--- src/include/vdp_port_modes.svh ---
// Default frame sizes for the VDP core, H_TOTAL must stay a multiple of 4 and V_TOTAL at most 256
`ifndef VDP_PORT_MODES_SVH
`define VDP_PORT_MODES_SVH

// Clocks per line
`define DEFAULT_H_TOTAL 64

// Lines per frame and visible lines before vertical blank
`define DEFAULT_V_TOTAL 32
`define DEFAULT_V_ACTIVE 24

`endif
--- src/hw/vdp_pkg.sv ---
// Types and constants for the VDP host core, 128 KB byte-wide VRAM and status registers S0 and S1 only
package vdp_pkg;

  // ------------------------------
  // Widths and basic types
  // ------------------------------
  localparam int VRAM_ADDR_W = 17;
  localparam int BYTE_W      = 8;
  localparam int LINE_W      = 8;

  typedef logic [VRAM_ADDR_W-1:0] vram_addr_t;
  typedef logic [BYTE_W-1:0]      byte_t;
  typedef logic [LINE_W-1:0]      line_t;

  // CPU port select, values 2 and 3 do nothing
  typedef enum logic [1:0] {
    PORT_DATA = 2'd0,
    PORT_CTRL = 2'd1
  } port_mode_t;

  // Four dot phases per VRAM slot
  typedef logic [1:0] dot_phase_t;

  localparam dot_phase_t DOT_PHASE_ADDR = 2'b00;
  localparam dot_phase_t DOT_PHASE_SLOT = 2'b01;

  // ------------------------------
  // Control registers kept
  // ------------------------------
  localparam logic [5:0] REG_MODE0      = 6'd0;
  localparam logic [5:0] REG_MODE1      = 6'd1;
  localparam logic [5:0] REG_ADDR_HIGH  = 6'd14;
  localparam logic [5:0] REG_STATUS_SEL = 6'd15;
  localparam logic [5:0] REG_LINE_IRQ   = 6'd19;

  // Interrupt enables inside R0 and R1
  localparam int BIT_LINE_IRQ_EN   = 4;
  localparam int BIT_VBLANK_IRQ_EN = 5;

  // Status selects above this read as zero
  localparam int STATUS_SEL_MAX = 1;
  localparam int STS_VBLANK_BIT = 7;
  localparam int STS_LINE_BIT   = 0;

endpackage

--- src/hw/vdp_if.sv ---
// Request and interrupt bundles between VDP blocks, the toggle pairs assume one access in flight
`timescale 1ns/100ps

// VRAM access request from the CPU port side
interface vram_req_if;

  // Pending while req and ack toggles differ
  logic                wr_req;
  logic                rd_req;
  vdp_pkg::vram_addr_t addr;
  vdp_pkg::byte_t      wr_data;

  logic                wr_ack;
  logic                rd_ack;
  vdp_pkg::byte_t      rd_data;

  modport regs (
    output wr_req, rd_req, addr, wr_data,
    input  wr_ack, rd_ack, rd_data
  );

  modport mem (
    input  wr_req, rd_req, addr, wr_data,
    output wr_ack, rd_ack, rd_data
  );

endinterface

// Enables, line match and status clears toward the interrupt block
interface irq_if;

  logic           vblank_en;
  logic           line_en;
  vdp_pkg::line_t line_match;
  logic           clr_vblank;
  logic           clr_line;

  logic           vblank_flag;
  logic           line_flag;

  modport regs (
    output vblank_en, line_en, line_match, clr_vblank, clr_line,
    input  vblank_flag, line_flag
  );

  modport irq (
    input  vblank_en, line_en, line_match, clr_vblank, clr_line,
    output vblank_flag, line_flag
  );

endinterface

--- src/hw/vdp_core.sv ---
// Host-facing VDP core without display, frame sizes default to the shared header values
`timescale 1ns/100ps
`include "vdp_port_modes.svh"

module vdp_core #(
  parameter int H_TOTAL  = `DEFAULT_H_TOTAL,
  parameter int V_TOTAL  = `DEFAULT_V_TOTAL,
  parameter int V_ACTIVE = `DEFAULT_V_ACTIVE
) (
  input  logic        RESET,
  input  logic        CLK21M,
  input  logic        req,
  input  logic        wrt,
  input  logic [1:0]  mode,
  input  logic [7:0]  dbo,
  output logic [7:0]  dbi,
  output logic        ack,
  output logic        int_n,
  output logic [16:0] pramadr,
  output logic [7:0]  pramdbo,
  input  logic [7:0]  pramdbi,
  output logic        pramwe_n
);

  vdp_pkg::dot_phase_t dot_phase;
  vdp_pkg::line_t      line;
  logic                line_start;
  logic                vblank_start;

  vram_req_if vram_bus ();
  irq_if      irq_bus ();

  // ------------------------------
  // Blocks
  // ------------------------------
  vdp_timing #(
    .H_TOTAL  (H_TOTAL),
    .V_TOTAL  (V_TOTAL),
    .V_ACTIVE (V_ACTIVE)
  ) timing_i (
    .RESET        (RESET),
    .CLK21M       (CLK21M),
    .dot_phase    (dot_phase),
    .line         (line),
    .line_start   (line_start),
    .vblank_start (vblank_start)
  );

  vdp_register register_i (
    .RESET  (RESET),
    .CLK21M (CLK21M),
    .req    (req),
    .wrt    (wrt),
    .mode   (vdp_pkg::port_mode_t'(mode)),
    .dbo    (dbo),
    .dbi    (dbi),
    .ack    (ack),
    .vram   (vram_bus.regs),
    .irq    (irq_bus.regs)
  );

  vdp_interrupt interrupt_i (
    .RESET        (RESET),
    .CLK21M       (CLK21M),
    .line         (line),
    .line_start   (line_start),
    .vblank_start (vblank_start),
    .irq          (irq_bus.irq),
    .int_n        (int_n)
  );

  vdp_vram_access vram_access_i (
    .RESET     (RESET),
    .CLK21M    (CLK21M),
    .dot_phase (dot_phase),
    .vram      (vram_bus.mem),
    .pramadr   (pramadr),
    .pramdbo   (pramdbo),
    .pramdbi   (pramdbi),
    .pramwe_n  (pramwe_n)
  );

endmodule

--- src/hw/vdp_vram_access.sv ---
// CPU VRAM slot once per four clocks, writes win over reads, VRAM must answer reads within one clock
`timescale 1ns/100ps

module vdp_vram_access (
  input  logic                RESET,
  input  logic                CLK21M,
  input  vdp_pkg::dot_phase_t dot_phase,
  vram_req_if.mem             vram,
  output vdp_pkg::vram_addr_t pramadr,
  output vdp_pkg::byte_t      pramdbo,
  input  vdp_pkg::byte_t      pramdbi,
  output logic                pramwe_n
);

  logic busy;
  logic sel_wr;
  logic wr_pending;
  logic rd_pending;

  assign wr_pending = (vram.wr_req != vram.wr_ack);
  assign rd_pending = (vram.rd_req != vram.rd_ack);

  // ------------------------------
  // Slot sequencing
  // ------------------------------
  always_ff @(posedge RESET or posedge CLK21M) begin
    if (CLK21M) begin
      busy        <= 1'b0;
      sel_wr      <= 1'b0;
      pramwe_n    <= 1'b1;
      vram.wr_ack <= 1'b0;
      vram.rd_ack <= 1'b0;
    end else begin
      if (dot_phase == vdp_pkg::DOT_PHASE_ADDR) begin
        busy     <= wr_pending || rd_pending;
        sel_wr   <= wr_pending;
        // Strobe falls for the whole slot cycle
        pramwe_n <= !wr_pending;
      end else if (dot_phase == vdp_pkg::DOT_PHASE_SLOT) begin
        pramwe_n <= 1'b1;
        busy     <= 1'b0;
        if (busy && sel_wr) begin
          vram.wr_ack <= ~vram.wr_ack;
        end
        if (busy && !sel_wr) begin
          vram.rd_ack <= ~vram.rd_ack;
        end
      end
    end
  end

  // Address and data stay put until the next pick
  always_ff @(posedge RESET) begin
    if ((dot_phase == vdp_pkg::DOT_PHASE_ADDR) && (wr_pending || rd_pending)) begin
      pramadr <= vram.addr;
      if (wr_pending) begin
        pramdbo <= vram.wr_data;
      end
    end
    // Read data sampled at the end of the slot
    if ((dot_phase == vdp_pkg::DOT_PHASE_SLOT) && busy && !sel_wr) begin
      vram.rd_data <= pramdbi;
    end
  end

  assert property (@(posedge RESET) disable iff (CLK21M)
    !pramwe_n |=> pramwe_n)
    else $error("pramwe_n low for more than one cycle");

endmodule

--- src/hw/vdp_interrupt.sv ---
// Vertical blank and line interrupts, one combined active-low output that is registered
`timescale 1ns/100ps

module vdp_interrupt (
  input  logic           RESET,
  input  logic           CLK21M,
  input  vdp_pkg::line_t line,
  input  logic           line_start,
  input  logic           vblank_start,
  irq_if.irq             irq,
  output logic           int_n
);

  logic vblank_flag;
  logic line_flag;
  logic line_hit;

  // Compare only at the start of a line
  assign line_hit = line_start && (line == irq.line_match);

  // ------------------------------
  // Flags and output
  // ------------------------------
  // A new event beats a clear in the same clock
  always_ff @(posedge RESET or posedge CLK21M) begin
    if (CLK21M) begin
      vblank_flag <= 1'b0;
      line_flag   <= 1'b0;
      int_n       <= 1'b1;
    end else begin
      if (vblank_start) begin
        vblank_flag <= 1'b1;
      end else if (irq.clr_vblank) begin
        vblank_flag <= 1'b0;
      end
      if (line_hit) begin
        line_flag <= 1'b1;
      end else if (irq.clr_line) begin
        line_flag <= 1'b0;
      end
      int_n <= !((irq.vblank_en && vblank_flag) || (irq.line_en && line_flag));
    end
  end

  assign irq.vblank_flag = vblank_flag;
  assign irq.line_flag   = line_flag;

endmodule

--- src/hw/vdp_register.sv ---
// CPU port and control registers, expects accesses at least 8 clocks apart as there is no back-pressure
`timescale 1ns/100ps

module vdp_register (
  input  logic                RESET,
  input  logic                CLK21M,
  input  logic                req,
  input  logic                wrt,
  input  vdp_pkg::port_mode_t mode,
  input  vdp_pkg::byte_t      dbo,
  output vdp_pkg::byte_t      dbi,
  output logic                ack,
  vram_req_if.regs            vram,
  irq_if.regs                 irq
);

  logic                                 data_wr;
  logic                                 data_rd;
  logic                                 ctrl_wr;
  logic                                 ctrl_rd;
  logic                                 second_byte;
  vdp_pkg::byte_t                       ctrl_latch;
  vdp_pkg::vram_addr_t                  vram_ptr;
  vdp_pkg::vram_addr_t                  set_addr;
  logic [vdp_pkg::VRAM_ADDR_W-15:0]     addr_high;
  logic [3:0]                           status_sel;
  logic                                 line_en;
  logic                                 vblank_en;
  vdp_pkg::line_t                       line_match;
  vdp_pkg::byte_t                       status;
  logic                                 wr_pending;
  logic                                 rd_pending;

  // Port decode
  assign data_wr = req && wrt && (mode == vdp_pkg::PORT_DATA);
  assign data_rd = req && !wrt && (mode == vdp_pkg::PORT_DATA);
  assign ctrl_wr = req && wrt && (mode == vdp_pkg::PORT_CTRL);
  assign ctrl_rd = req && !wrt && (mode == vdp_pkg::PORT_CTRL);

  // Address from R14, second byte and first byte
  assign set_addr = {addr_high, dbo[5:0], ctrl_latch};

  assign wr_pending = (vram.wr_req != vram.wr_ack);
  assign rd_pending = (vram.rd_req != vram.rd_ack);

  // ------------------------------
  // Status registers
  // ------------------------------
  always_comb begin
    status = '0;
    if (status_sel <= vdp_pkg::STATUS_SEL_MAX) begin
      if (status_sel[0]) begin
        status[vdp_pkg::STS_LINE_BIT] = irq.line_flag;
      end else begin
        status[vdp_pkg::STS_VBLANK_BIT] = irq.vblank_flag;
      end
    end
  end

  // Reading a status clears its flag
  assign irq.clr_vblank = ctrl_rd && (status_sel == 4'd0);
  assign irq.clr_line   = ctrl_rd && (status_sel == 4'd1);
  assign irq.vblank_en  = vblank_en;
  assign irq.line_en    = line_en;
  assign irq.line_match = line_match;

  // ------------------------------
  // Control state
  // ------------------------------
  always_ff @(posedge RESET or posedge CLK21M) begin
    if (CLK21M) begin
      ack         <= 1'b0;
      second_byte <= 1'b0;
      vram.wr_req <= 1'b0;
      vram.rd_req <= 1'b0;
      vram_ptr    <= '0;
      addr_high   <= '0;
      status_sel  <= '0;
      line_en     <= 1'b0;
      vblank_en   <= 1'b0;
      line_match  <= '0;
    end else begin
      ack <= req;
      if (data_wr || data_rd || ctrl_rd) begin
        second_byte <= 1'b0;
      end
      if (data_wr) begin
        vram.wr_req <= ~vram.wr_req;
        vram_ptr    <= vram_ptr + 1'b1;
      end
      // Hand out the latch and fetch the next byte
      if (data_rd) begin
        vram.rd_req <= ~vram.rd_req;
        vram_ptr    <= vram_ptr + 1'b1;
      end
      if (ctrl_wr) begin
        if (!second_byte) begin
          second_byte <= 1'b1;
        end else begin
          second_byte <= 1'b0;
          if (dbo[7]) begin
            case (dbo[5:0])
              vdp_pkg::REG_MODE0:      line_en    <= ctrl_latch[vdp_pkg::BIT_LINE_IRQ_EN];
              vdp_pkg::REG_MODE1:      vblank_en  <= ctrl_latch[vdp_pkg::BIT_VBLANK_IRQ_EN];
              vdp_pkg::REG_ADDR_HIGH:  addr_high  <= ctrl_latch[vdp_pkg::VRAM_ADDR_W-15:0];
              vdp_pkg::REG_STATUS_SEL: status_sel <= ctrl_latch[3:0];
              vdp_pkg::REG_LINE_IRQ:   line_match <= ctrl_latch;
              default: ;
            endcase
          end else if (dbo[6]) begin
            vram_ptr <= set_addr;
          end else begin
            // Read setup, prefetch at once
            vram_ptr    <= set_addr + 1'b1;
            vram.rd_req <= ~vram.rd_req;
          end
        end
      end
    end
  end

  // Payload, meaningful only behind its strobe
  always_ff @(posedge RESET) begin
    if (ctrl_wr && !second_byte) begin
      ctrl_latch <= dbo;
    end
    if (data_wr || data_rd) begin
      vram.addr <= vram_ptr;
    end
    if (ctrl_wr && second_byte && (dbo[7:6] == 2'b00)) begin
      vram.addr <= set_addr;
    end
    if (data_wr) begin
      vram.wr_data <= dbo;
    end
    if (data_rd) begin
      dbi <= vram.rd_data;
    end else if (ctrl_rd) begin
      dbi <= status;
    end
  end

  // CPU must not outrun the VRAM slot
  assert property (@(posedge RESET) disable iff (CLK21M)
    ($changed(vram.wr_req) || $changed(vram.rd_req)) |-> !$past(wr_pending || rd_pending))
    else $error("VRAM request issued while another was pending");

endmodule

--- src/hw/vdp_timing.sv ---
// Frame timing for short or full frames, needs H_TOTAL of at least 2 and V_TOTAL of at most 256
`timescale 1ns/100ps

module vdp_timing #(
  parameter int H_TOTAL  = 64,
  parameter int V_TOTAL  = 32,
  parameter int V_ACTIVE = 24
) (
  input  logic                RESET,
  input  logic                CLK21M,
  output vdp_pkg::dot_phase_t dot_phase,
  output vdp_pkg::line_t      line,
  output logic                line_start,
  output logic                vblank_start
);

  localparam int DOT_W = (H_TOTAL > 1) ? $clog2(H_TOTAL) : 1;

  logic [DOT_W-1:0] dot_cnt;
  vdp_pkg::line_t   line_next;
  logic             dot_wrap;

  // Last clock of the line
  assign dot_wrap  = (dot_cnt == DOT_W'(H_TOTAL - 1));
  assign line_next = (line == vdp_pkg::line_t'(V_TOTAL - 1)) ? '0 : line + 1'b1;

  // ------------------------------
  // Counters
  // ------------------------------
  // Pulses are registered so they line up with dot 0 of the new line
  always_ff @(posedge RESET or posedge CLK21M) begin
    if (CLK21M) begin
      dot_phase    <= '0;
      dot_cnt      <= '0;
      line         <= '0;
      line_start   <= 1'b0;
      vblank_start <= 1'b0;
    end else begin
      dot_phase    <= dot_phase + 2'd1;
      line_start   <= dot_wrap;
      vblank_start <= dot_wrap && (line_next == vdp_pkg::line_t'(V_ACTIVE));
      if (dot_wrap) begin
        dot_cnt <= '0;
        line    <= line_next;
      end else begin
        dot_cnt <= dot_cnt + 1'b1;
      end
    end
  end

  // Phase never stalls, VRAM slots depend on it
  assert property (@(posedge RESET) disable iff (CLK21M)
    !$past(CLK21M) |-> dot_phase == $past(dot_phase) + 2'd1)
    else $error("dot phase did not advance by one");

endmodule

--- config.mk ---
export PLATFORM = sky130hd
export DESIGN_NAME = vdp_core
export DESIGN_NICKNAME = d
export VERILOG_FILES = /design/src/hw/vdp_pkg.sv /design/src/hw/vdp_if.sv /design/src/hw/vdp_core.sv /design/src/hw/vdp_vram_access.sv /design/src/hw/vdp_interrupt.sv /design/src/hw/vdp_register.sv /design/src/hw/vdp_timing.sv
export VERILOG_INCLUDE_DIRS = /design/src /design/src/include
export SDC_FILE = /design/constraint.sdc
export NUM_CORES = 1
export LEC_CHECK = 0
export ABC_AREA = 1
export BUFFER_PORTS_ARGS = -buffer_cell sky130_fd_sc_hd__buf_4
export CAP_MARGIN = 20
export CORE_ASPECT_RATIO = 0.9
export CORE_MARGIN = 2
export CORE_UTILIZATION = 45
export DETAILED_ROUTE_END_ITERATION = 16
export HOLD_SLACK_MARGIN = 0.02
export RECOVER_POWER = 100
export SLEW_MARGIN = 20
export SYNTH_ARGS = -nofsm -noshare
export SYNTH_HDL_FRONTEND = slang
export SYNTH_SLANG_ARGS = --single-unit
--- constraint.sdc ---
create_clock -name RESET -period 3.4 [get_ports RESET]
set_input_delay 0.68 -clock RESET [delete_from_list [all_inputs] [get_ports RESET]]
set_output_delay 0.68 -clock RESET [all_outputs]
set_load 0.05 [all_outputs]
## Word level (Yosys, flattened, before mapping)

Cells that the tools add are included.

| operators by class | value |
|---|---|
| $add $sub $neg | 5 |
| magnitude comparators | 1 |
| equality and inequality tests | 13 |
| multiplexer cells | 32 |
| bitwise gates (word level) | 5 |
| reduce and logical (&&, ||, !) cells | 48 |

Operators by type and width:

| operator | count |
|---|---|
| 17-bit two-way mux | 8 |
| 17-bit by 1-bit adder with 17-bit output (second input constant) | 2 |
| 8-bit two-way mux | 3 |
| 1-bit logical AND | 20 |
| 1-bit two-way mux | 20 |
| 4-bit AND reduction | 5 |
| 8-bit by 5-bit equality test with 1-bit output (second input constant) | 2 |
| 6-bit by 4-bit equality test with 1-bit output (second input constant) | 2 |
| 2-bit nonzero test | 6 |
| 8-bit by 1-bit adder with 8-bit output (second input constant) | 1 |
| 8-bit equality test | 1 |
| 6-bit by 1-bit adder with 6-bit output (second input constant) | 1 |
| 6-bit by 1-bit equality test with 1-bit output (second input constant) | 1 |
| 6-bit by 5-bit equality test with 1-bit output (second input constant) | 1 |
| 6-bit equality test (second input constant) | 1 |
| 2-bit logical NOT | 3 |
| 6-bit logical NOT | 1 |
| 6-bit two-way mux | 1 |
| 3-bit AND reduction | 2 |
| 1-bit logical NOT | 5 |
| 1-bit inverter | 5 |
| 2-bit by 1-bit equality test with 1-bit output (second input constant) | 2 |
| 4-bit by 1-bit equality test with 1-bit output (second input constant) | 1 |
| 4-bit by 1-bit less-or-equal comparator with 1-bit output (second input constant) | 1 |
| 5 further kinds | 9 |

| word-level totals | value |
|---|---|
| bits in registers | 138 |
| bits of input ports | 22 |
| output and inout bits | 36 |
| logic and storage cells | 134 |

## Depth between registers and ports, before layout

Gate-level depths: netlist of the first run.

| depth | value |
|---|---|
| depth in word-level cells | 8 |
| mapped depth | 10 |
| depth with buffers taken out | 10 |

## Cells and area by module

A second synthesis of the first run with hierarchy kept.

| unflattened totals | value |
|---|---|
| cell total of the unflattened synthesis | 666 |
| area, all modules | 6371.1 sq um |

Modules (own cells, without submodules):

| module | times used | cells an instance | area an instance (sq um) | seq. area each (sq um) |
|---|---|---|---|---|
| vdp_register | 1 | 455 | 3981.3 | 2182.1 |
| vdp_vram_access | 1 | 71 | 1266.2 | 1117.3 |
| vdp_timing | 1 | 92 | 852.1 | 450.4 |
| vdp_interrupt | 1 | 48 | 271.5 | 76.3 |

## Worst setup path after synthesis of the first run

OpenSTA, ideal clock, no wires.

| path | value |
|---|---|
| path kind | register to register |
| from | register timing_i.dot_phase[0] |
| to | register vram_access_i.pramadr[0], enable pin |
| setup time | 0.417 ns |
| data arrival time | 1.990 ns |
| required time | 2.983 ns |
| slack | 0.993 ns |
| stages on the path, launching flop included | 5 |
| path buffers | 0 |
| period minus slack after synthesis | 2.407 ns |
| path through | dfrtp_1 -> inv_1 -> ha_1 -> o21ai_0 -> o21ai_0 |

| on the way | value |
|---|---|
| word-level cells in the longest chain between the ends | 2 |

Ends and longest elaborated chain:

| item | line | RTL |
|---|---|---|
| start, declared | vdp_timing.sv:11 | `output vdp_pkg::dot_phase_t dot_phase,` |
| start signal, assigned | vdp_timing.sv:39 | `dot_phase <= dot_phase + 2'd1;` |
| 2-bit logical NOT | vdp_vram_access.sv:54 | `if ((dot_phase == vdp_pkg::DOT_PHASE_ADDR) && (wr_pending \|\| rd_pending)) begin` |
| 1-bit logical AND | vdp_vram_access.sv:54 |  |
| end signal, assigned | vdp_vram_access.sv:55 | `pramadr <= vram.addr;` |
| end, declared | vdp_vram_access.sv:9 | `output vdp_pkg::vram_addr_t pramadr,` |

No other way between the ends.
A chain may end at the register's enable or synchronous reset.

## Worst setup path after layout of the first run

| path | value |
|---|---|
| from | input req |
| to | register register_i.vram_ptr[11] |

| on the way | value |
|---|---|
| word-level cells in the longest chain between the ends | 7 |
| elaborated cells between the ends (all ways) | 10 |

Ends and longest elaborated chain:

| item | line | RTL |
|---|---|---|
| start, declared | vdp_core.sv:12 | `input logic req,` |
| 1-bit logical AND | vdp_register.sv:35, vdp_register.sv:37 |  |
| 1-bit logical AND | vdp_register.sv:35 | `assign data_wr = req && wrt && (mode == vdp_pkg::PORT_DATA);` |
| 17-bit two-way mux | vdp_register.sv:87 | `if (data_wr) begin` |
| 17-bit two-way mux | vdp_register.sv:92 | `if (data_rd) begin` |
| 17-bit two-way mux | vdp_register.sv:101 | `if (dbo[7]) begin` |
| 17-bit two-way mux | vdp_register.sv:97 | `if (!second_byte) begin` |
| 17-bit two-way mux (*) | vdp_register.sv:96 | `if (ctrl_wr) begin` |
| end signal, assigned | vdp_register.sv:89 | `vram_ptr <= vram_ptr + 1'b1;` |
| end signal, assigned | vdp_register.sv:94 | `vram_ptr <= vram_ptr + 1'b1;` |
| end signal, assigned | vdp_register.sv:111 | `vram_ptr <= set_addr;` |
| end, declared | vdp_register.sv:23 | `vdp_pkg::vram_addr_t vram_ptr;` |

Every way passes the cells marked *; elsewhere a longest branch is shown, timed or not.

==> run metrics, run 1 <==
Placed Cells a little over 800; Post-Layout Cell Count 850; DRC viols 0; CTS Buf Count 17; CTS tree built; worst slew pin tran 1640 ps; share of cells above drive strength 1 9.24%; initial core utilization about 46%; Hold Crit Class flip-flop to flip-flop; Mapped Cells 596; Seq/Total Area, Yosys 62.9%; IO Pins 58; Die ar. 14500 sq um; CTS Root Cell clkbuf_16; Arr. time, crit path 2730 ps; Netlist cell types 34; row count 40; Final Hold Fails 0; power per cell area ~710 nW/um^2; min cycle time layout 2370 ps; Netlist Area Pre-Place 6080 sq um; Async S/R FF share, synth 46.4%; post-cts sizing count 0; die width 127 um; Worst Path Max Fanout 19; setup TNS 0 ps; number of flops mapped to enable cells by yosys 74; highest clock rate 0.421 GHz; initial drt markers 322; worst endpoint required time 3760 ps; antenna cells 0; die height 114 um; Syn Nets 624; register bit total from synthesis 138; Post-Route WL around 13000 um; Avg Cell Area, Syn 10.2 sq um; Post-CTS Hold Fix Bufs 0; fin. max-slew vios 45; GP Congestion 0.936; Period Utilization, post-route a little over two thirds; Setup Skew 6.28 ps; RSZ-0062 raised after global routing no; WL per Instance 15.5 um; initial antenna violation count 0; VDD IR max 365 uV; Core ar. 13300 sq um; Worst-Skew Late Latency between 400 and 500 ps; NumNets Final 697; DP HPWL 9490 um; Clock Tree Buf Depth 2; Final Setup Violations 0; status finished, violations left; Setup crit end kind flip-flop; drt pass-1 iters 5; H-tree levels 4; largest net degree at the start of global routing 45; Area Overhead vs Synth 15.9%; Max Cap Violations 1; Setup CP Type primary input to flip-flop; vias in the first global route between 4000 and 5000; ys flop type edfxtp_1; clk slew on worst S/H paths roughly 60 ps; failing checks max-capacitance violations, max-slew violations; Tot GR Track Use about a fifth; first-pass GRT wire length 21600 um; antenna viol nets, final 0; synth warn 0; port bufs 57; Slew HR -9.40%; CTS sink count roughly 140; Post-CTS Setup Inserts 0; via-per-instance ratio between 5 and 6; total grt overflow 0; routed vias 4323; Pleak 3.06 nW; Critical Path Start Type primary input
## sequential cells by signal, indices dropped and copies added (netlist names), 2 cells and up
name and flops:
register_i.vram.addr 17, vram_access_i.vram.rd_data 8, timing_i.dot_cnt 6, register_i.addr_high 3
register_i.vram_ptr 17, timing_i.dot_phase 2, vram_access_i.pramdbo 8, register_i.vram.wr_data 8
vram_access_i.pramadr 17, timing_i.line 8, register_i.status_sel 4, register_i.irq.line_match 8
register_i.ctrl_latch 8, register_i.dbi 8
## report_power, final
group	switching, mW	internal [mW]
sequential	0.163	2.05
clock	0.747	1.09
combinational	0.753	0.189
## path summary, 6_finish.rpt
path                                               start                        end  slack, ps  cells after the start
min in group asynchronous                         CLK21M     register_i.irq.line_en        770                      2
worst min-delay path            register_i.vram.addr[10]  vram_access_i.pramadr[10]        420                      0
worst min register to register  register_i.vram.addr[10]  vram_access_i.pramadr[10]        420                      0
worst max-delay path                                 req    register_i.vram_ptr[11]       1030                     10
max in group asynchronous                         CLK21M    register_i.vram_ptr[11]       1530                      3
worst max register to register    register_i.second_byte    register_i.vram_ptr[11]       1260                      7
## layer usage
| metal | routed length (um) | part of all wire (%) | up-vias | global-route usage (%) |
|---|---|---|---|---|
| met5 | 0 | 0 | - | 0 |
| met1 | 6240 | 47 | 2011 | 28.5 |
| met3 | 1140 | 8.6 | 15 | 6.40 |
| met4 | 157 | 1.2 | 0 | 6.96 |
| met2 | 5670 | 43 | 165 | 27.8 |
| li1 | - | - | 2132 | - |
## cell usage in the layout, fill, tap and decap left out, types with 2 or more instances in the layout
cell type / n
a21o_1: 2
a21oi_1: 8
buf_4: 5
bufinv_16: 2
clkbuf_1: 48
clkbuf_16: 17
clkbuf_4: 9
clkinv_2: 3
clkinv_4: 3
clkinvlp_4: 2
dfrtp_1: 62
dfstp_2: 2
edfxtp_1: 74
ha_1: 6
inv_1: 79
inv_6: 3
inv_8: 2
nand2_1: 129
nand2_2: 2
nand3_1: 50
nand3_2: 2
nand3b_1: 3
nand4_1: 11
nor2_1: 46
nor2_2: 6
nor3_1: 12
o21ai_0: 56
o21ai_1: 3
o21bai_1: 2
o22ai_1: 2
xnor2_1: 3
xor2_1: 20
## cells by family after synthesis
group	after synthesis	synth area share [%]
and+or+nand+nor	264	19.2
DFF	138	62.9
buffers and inverters	89	6.19
AOI/OAI and AO/OA	76	7.10
xor gates and xnor gates	23	3.31
adders and majority gates	6	1.23
## synth_stat cells (3+ instances only)
cell type	number	area, sq um
ha_1	6	75.1
dfrtp_1	62	1550
o21ai_1	12	60.1
nor3_1	12	60.1
nor2_1	44	165
xnor2_1	3	26.3
inv_1	79	297
nand3b_1	3	22.5
buf_6	5	56.3
o21ai_0	39	195
nand3_1	50	250
edfxtp_1	74	2220
xor2_1	20	175
nand4_1	9	56.3
o21ai_2	9	78.8
nand2_1	129	484
nor2_2	8	50.1
a21oi_1	8	40.0
## per-stage QoR
stage                     utilization [%]  worst slack, ps  hold WS [ps]  power (mW)  instance area, sq um
after floorplan                         -              993           400        2.95                  6080
after global placement               50.4             1040           410        3.29                  6690
after detailed placement             50.4              958           405        3.30                  6690
after CTS                            54.9             1400           389        5.15                  7280
after global routing                 53.2              790           429        5.20                  7050
final                                53.2             1030           419        4.99                  7050
## final cells by class
type / count / area, sq um
Clock buffer: 17 / 425
Clock inverter: 15 / 165
Fill cell: 1187 / 6210
Inverter: 81 / 307
Multi-Input combinational cell: 369 / 1830
Sequential cell: 138 / 3830
Tap cell: 168 / 210
Timing Repair Buffer: 62 / 285
## critical path, stage by stage
cell,delay (ps)
clkbuf_1,190
nand2_1,80
inv_1,100
nand4_1,160
nor2_1,200
clkbuf_1,710
inv_4,220
nor3_1,190
nand2_1,120
nand2_1,70
Note: power is estimated with default switching activity, not from simulation.
==> run 2: changes to the inputs <==
clock period = 2.35 ns   (was 3.4 ns; I/O delays follow)
==> run 2 against run 1 <==
Compared with the run above: the flow still finishes with violations (max-capacitance violations, max-slew violations); hold slack worse by 190 ps; first-iteration DRC count up 15%; non-clock buffer count is 3 higher; utilization rose by 0.12 points; critical path type is now flip-flop to output pin; largest cell class unchanged.
==> run metrics, run 2 (synthesized netlist as in run 1, its figures left out) <==
status finished, violations left; failing checks max-capacitance violations, max-slew violations; Critical Path Start Type flip-flop; fin. max-slew vios 65 (+44%); Clock Tree Buf Depth 2 (unchanged); Total Power 7.16 mW (+44%); Die ar. 14500 sq um (unchanged); Arr. time, crit path 1400 ps (-1330 ps); Worst-Skew Late Latency 410 ps (about the same); Post-Layout Cell Count 853 (+0.35%); DP HPWL 9540 um (+0.60%); min cycle time layout 1870 ps; clk slew on worst S/H paths 60 ps (about the same); critical path's slowest cell dfstp_2; NumNets Final 700 (+0.43%); Post-CTS Setup Inserts 0 (unchanged); Core ar. 13300 sq um (unchanged); initial antenna violation count 0 (unchanged); max incr delay on CP 510 ps (-200 ps); Setup Skew 9.54 ps (+3.26 ps); routed vias 4352 (+0.67%); die width 127 um (unchanged); DRC viols 0 (unchanged); antenna viol nets, final 0 (unchanged); largest net degree at the start of global routing 65 (+44%); CTS Root Cell clkbuf_16; Max Cap Violations 1 (unchanged); worst endpoint required time 1880 ps (-1880 ps); CTS Buf Count 17 (unchanged); drt pass-1 iters 6 (+1); IO Pins 58 (unchanged); row count 40 (unchanged); vias in the first global route 4319 (+3.7%); CTS tree built; Setup CP Type flip-flop to output pin; port bufs 57 (unchanged); worst slew pin tran 1650 ps (+13.4 ps); most frequent cells in the layout nand2_1 (130), inv_1 (79), edfxtp_1 (74), dfrtp_1 (62), o21ai_0 (55); share of cells above drive strength 1 8.91% (-0.33 points); Setup crit end kind output pin; post-cts sizing count 0 (unchanged); power per cell area 1010 nW/um^2 (+43%); crit path cell chain clkbuf_1; final core utilization 53.3% (+0.12 points); CTS sink count 138 (unchanged); Area Overhead vs Synth 16.2%; Final Setup Violations 0 (unchanged); Placed Cells 821 (+0.37%); total grt overflow 0 (unchanged); VDD IR max 587 uV (+61%); initial core utilization 45.8% (unchanged); antenna cells 0 (unchanged); RSZ-0062 raised after global routing no; initial drt markers 369 (+15%); R2R Setup Slk 500 ps (-760 ps); Top Registers register_i.vram.addr x17, register_i.vram_ptr x17, vram_access_i.pramadr x17; Tot GR Track Use 19.8% (+0.21 points); crit-path leading delay family flip-flops; Slew HR -10.2% (-0.77 points); Worst Path Buf+Inv 1 (-3); H-tree levels 4 (unchanged); Fin Hold WS 228 ps (-191 ps); WHS Path Cells 1 (+1); Levels on crit path 1 (-9); die height 114 um (unchanged); Pleak 3.07 nW (+0.58%); GP Congestion 0.925 (-1.3%); setup TNS 0 ps (unchanged); Post-CTS Hold Fix Bufs 0 (unchanged); Post-Route WL 13400 um (+1.0%); Final Hold Fails 0 (unchanged); Hold Crit Class primary input to flip-flop; via-per-instance ratio 5.10 (+0.32%); highest clock rate 0.535 GHz; reg2reg path depth 7 (unchanged); commonest non-fill, non-tap cell in the layout nand2_1; Period Utilization, post-route 79.6%; WL per Instance 15.7 um (+0.67%); Worst Path Max Fanout 1 (-18); first-pass GRT wire length 22000 um (+1.8%)
-- run 2: through the flow --
step | setup WS (ps) | area [sq um]
after floorplan | 285 | 6080
after global routing | 297 | 7070
after global placement | 477 | 6720
after CTS | 708 | 7300
after detailed placement | 460 | 6720
final | 480 | 7070
-- run 2: metal layers --
metal | vias to the layer above | GRT usage (%) | share of wire [%]
met5 | - | 0 | 0
li1 | 2126 | - | -
met2 | 144 | 28.6 | 43
met4 | 0 | 7.03 | 1.4
met1 | 2063 | 28.9 | 48
met3 | 19 | 5.61 | 7.2
-- run 2: path summary, 6_finish.rpt --
kind                                          start                        end
max                               interrupt_i.int_n                      int_n
min                                             req             register_i.ack
max reg2reg                     timing_i.dot_cnt[0]      timing_i.vblank_start
min reg2reg                register_i.vram.addr[14]  vram_access_i.pramadr[14]
max in group asynchronous                    CLK21M    register_i.vram_ptr[10]
min in group asynchronous                    CLK21M           timing_i.line[2]
-- run 2: cell type report --
type	instances	area (sq um)
clock buffer	21	460
clock inverter	11	123
fill	1228	6200
inverter	81	307
multi-input combinational	369	1830
sequential	138	3830
tap	168	210
timing repair buffer	65	309
-- run 2: worst reg2reg max path, stage by stage (launching register included) --
cell and delay, ps:
dfrtp_1 370, ha_1 190, nand2_1 100, nor2_1 550
nand2_1 200, nor2_1 140, nand3_1 80, nor2_1 150
-- run 2: power by group --
part	total (mW)	internal (mW)	leakage, nW	switching, mW
sequential	3.18	2.96	1.49	0.215
clock	2.59	1.61	0.278	0.978
combinational	1.40	0.278	1.31	1.12
total	7.16	4.85	3.07	2.31
==> run 3: changes to the inputs <==
clock period = 1.75 ns   (was 2.35 ns; I/O delays follow)
==> run 3 against run 2 <==
Compared with the run above: the flow now finishes without violations; register-to-register slack lost 350 ps; die area stayed put; largest power group unchanged; via count about the same.
==> run metrics, run 3 (synthesized netlist as in run 1, its figures left out) <==
DRC viols 0 (unchanged); CTS Root Cell clkbuf_16; met2 routed WL 5840 um (+1.0%); reg2reg start register_i.second_byte; most frequent cells in the layout nand2_1 (128), inv_1 (78), edfxtp_1 (74), dfrtp_1 (62), o21ai_0 (55); top routing layer used met4; Final Hold Fails 0 (unchanged); CTS sink count 138 (unchanged); Final Setup Violations 0 (unchanged); antenna viol nets, final 0 (unchanged); Post-CTS Setup Inserts 0 (unchanged); clk slew on worst S/H paths 60 ps (about the same); Core ar. 13300 sq um (unchanged); met3 WL 786 um (-19%); initial core utilization 45.8% (unchanged); initial antenna violation count 0 (unchanged); NumNets Final 710 (+1.4%); DP HPWL 10000 um (+5.2%); commonest non-fill, non-tap cell in the layout nand2_1; first-pass GRT wire length 22100 um (+0.22%); Critical Path Start Type flip-flop; met1 WL 6590 um (+2.6%); highest clock rate between 0.6 and 0.7 GHz; routed vias 4355 (+0.069%); initial drt markers 317 (-14%); final worst slack 147 ps (-334 ps); Worst R2R End register_i.vram.addr[5]; Hold Crit Class primary input to flip-flop; Arr. time, crit path 1710 ps (+310 ps); Sequential Area 3830 sq um (unchanged); Setup CP Type flip-flop to flip-flop; die width 127 um (unchanged); Period Utilization, post-route between 90% and 100%; fin. max-slew vios 0 (-100%); Tot GR Track Use 20.0% (+0.14 points); Worst Path Max Fanout 17 (+16); Max Cap Violations 0 (-1); Clock Tree Buf Depth 2 (unchanged); CTS Buf Count 17 (unchanged); share of cells above drive strength 1 16.0% (+7.1 points); worst slew pin tran 999 ps (-654 ps); CTS tree built; Area Overhead vs Synth 18.7%; reg2reg path depth 5 (-2); row count 40 (unchanged); vias in the first global route 4246 (-1.7%); Slew HR 33.0% (+43 points); Top Registers register_i.vram.addr x17, register_i.vram_ptr x17, vram_access_i.pramadr x17; largest net degree at the start of global routing 35 (-46%); R2R Setup Slk 150 ps (-350 ps); worst endpoint required time 1860 ps (-20 ps); status complete, no violations; power per cell area 1350 nW/um^2 (+33%); footprint of the multi-input gates 1850 sq um (+0.89%); CP Capture Point register_i.vram.addr[5]; IO Pins 58 (unchanged); drt pass-1 iters 5 (-1); RSZ-0062 raised after global routing no; VDD IR max 832 uV (+42%); Setup crit start register_i.second_byte; setup TNS 0 ps (unchanged); Setup crit end kind flip-flop; Setup Skew 6.88 ps (-2.65 ps); H-tree levels 4 (unchanged); total grt overflow 0 (unchanged); via-per-instance ratio 5.05 (-1.1%); die height 114 um (unchanged); Worst-Skew Late Latency 420 ps (about the same); Filler Cells Inserted 1202 (-2.1%); GP Congestion 0.947 (+2.5%); antenna cells 0 (unchanged); Pleak 3.22 nW (+4.9%); Die ar. 14500 sq um (unchanged); Post-Route WL 13500 um (+1.0%); port bufs 57 (unchanged); WL per Instance 15.6 um (-0.14%); pre-CTS setup slack 105 ps (-355 ps); min cycle time layout roughly 1600 ps
==> run 3: cell count changes in the layout (fill, tap and decap cells not counted), moves of 3 or more <==
cell / change
nor2_1: -4
clkinv_2: +3
clkbuf_1: -34
buf_4: +3
clkbuf_2: +35
nor2_2: +3
==> run 3: cell type report <==
class / count / share of cell area [%]
multi-input cells: 369 / 25.6
clock inverters: 14 / 2.01
clock buffers: 18 / 5.95
flip-flops and latches: 138 / 53.0
well taps: 168 / 2.91
repair buffers: 75 / 6.26
inverters: 81 / 4.26
==> run 3: metrics by stage <==
stage | cells | cell area [sq um] | power, mW | util, % | hold WS (ps)
floorplan | 596 | 6090 | 5.74 | - | 381
global placement | 830 | 6840 | 6.45 | 51.5 | 409
detailed placement | 830 | 6840 | 6.48 | 51.5 | 405
CTS | 863 | 7420 | 9.98 | 56.0 | 50.0
global route | 863 | 7220 | 10.1 | 54.4 | 111
finish | 863 | 7220 | 9.71 | 54.4 | 112
==> run 3: worst max-delay path, stage by stage (launching register included) <==
cell      delay, ps
dfrtp_1         390
nand4_1         170
nor2_1          200
nand2_2         170
nand2_1         100
clkbuf_4        260
==> run 3: power by group <==
group / internal [mW] / switching, mW
Clock: 2.10 / 1.37
Combinational: 0.463 / 1.50
Sequential: 3.98 / 0.292
Total: 6.54 / 3.17
==> run 3: what timing repair did <==
item | 4_1_cts | 5_1_grt
hold endpoints to repair | 19 | 0
hold buffers | 1 | 0
setup endpoints to repair | 0 | 2
resized for setup | 0 | 2
==> run 3: routing by layer <==
metal	up-vias	track usage, %
li1	2150	-
met1	2050	29.0
met2	132	28.8
met3	23	5.23
met4	0	7.99
met5	-	0
==> run 3: how the worst min path moves through the flow <==
stage / from / endpoint / slack, ps / depth (start not counted)
floorplan: req / register_i.ack / 380 / 0
global placement: register_i.vram.addr[12] / vram_access_i.pramadr[12] / 410 / 0
detailed placement: register_i.vram.addr[5] / vram_access_i.pramadr[5] / 400 / 0
CTS: req / register_i.ack / 50 / 1
global route: pramdbi[2] / vram_access_i.vram.rd_data[2] / 110 / 1
finish: req / register_i.ack / 110 / 1
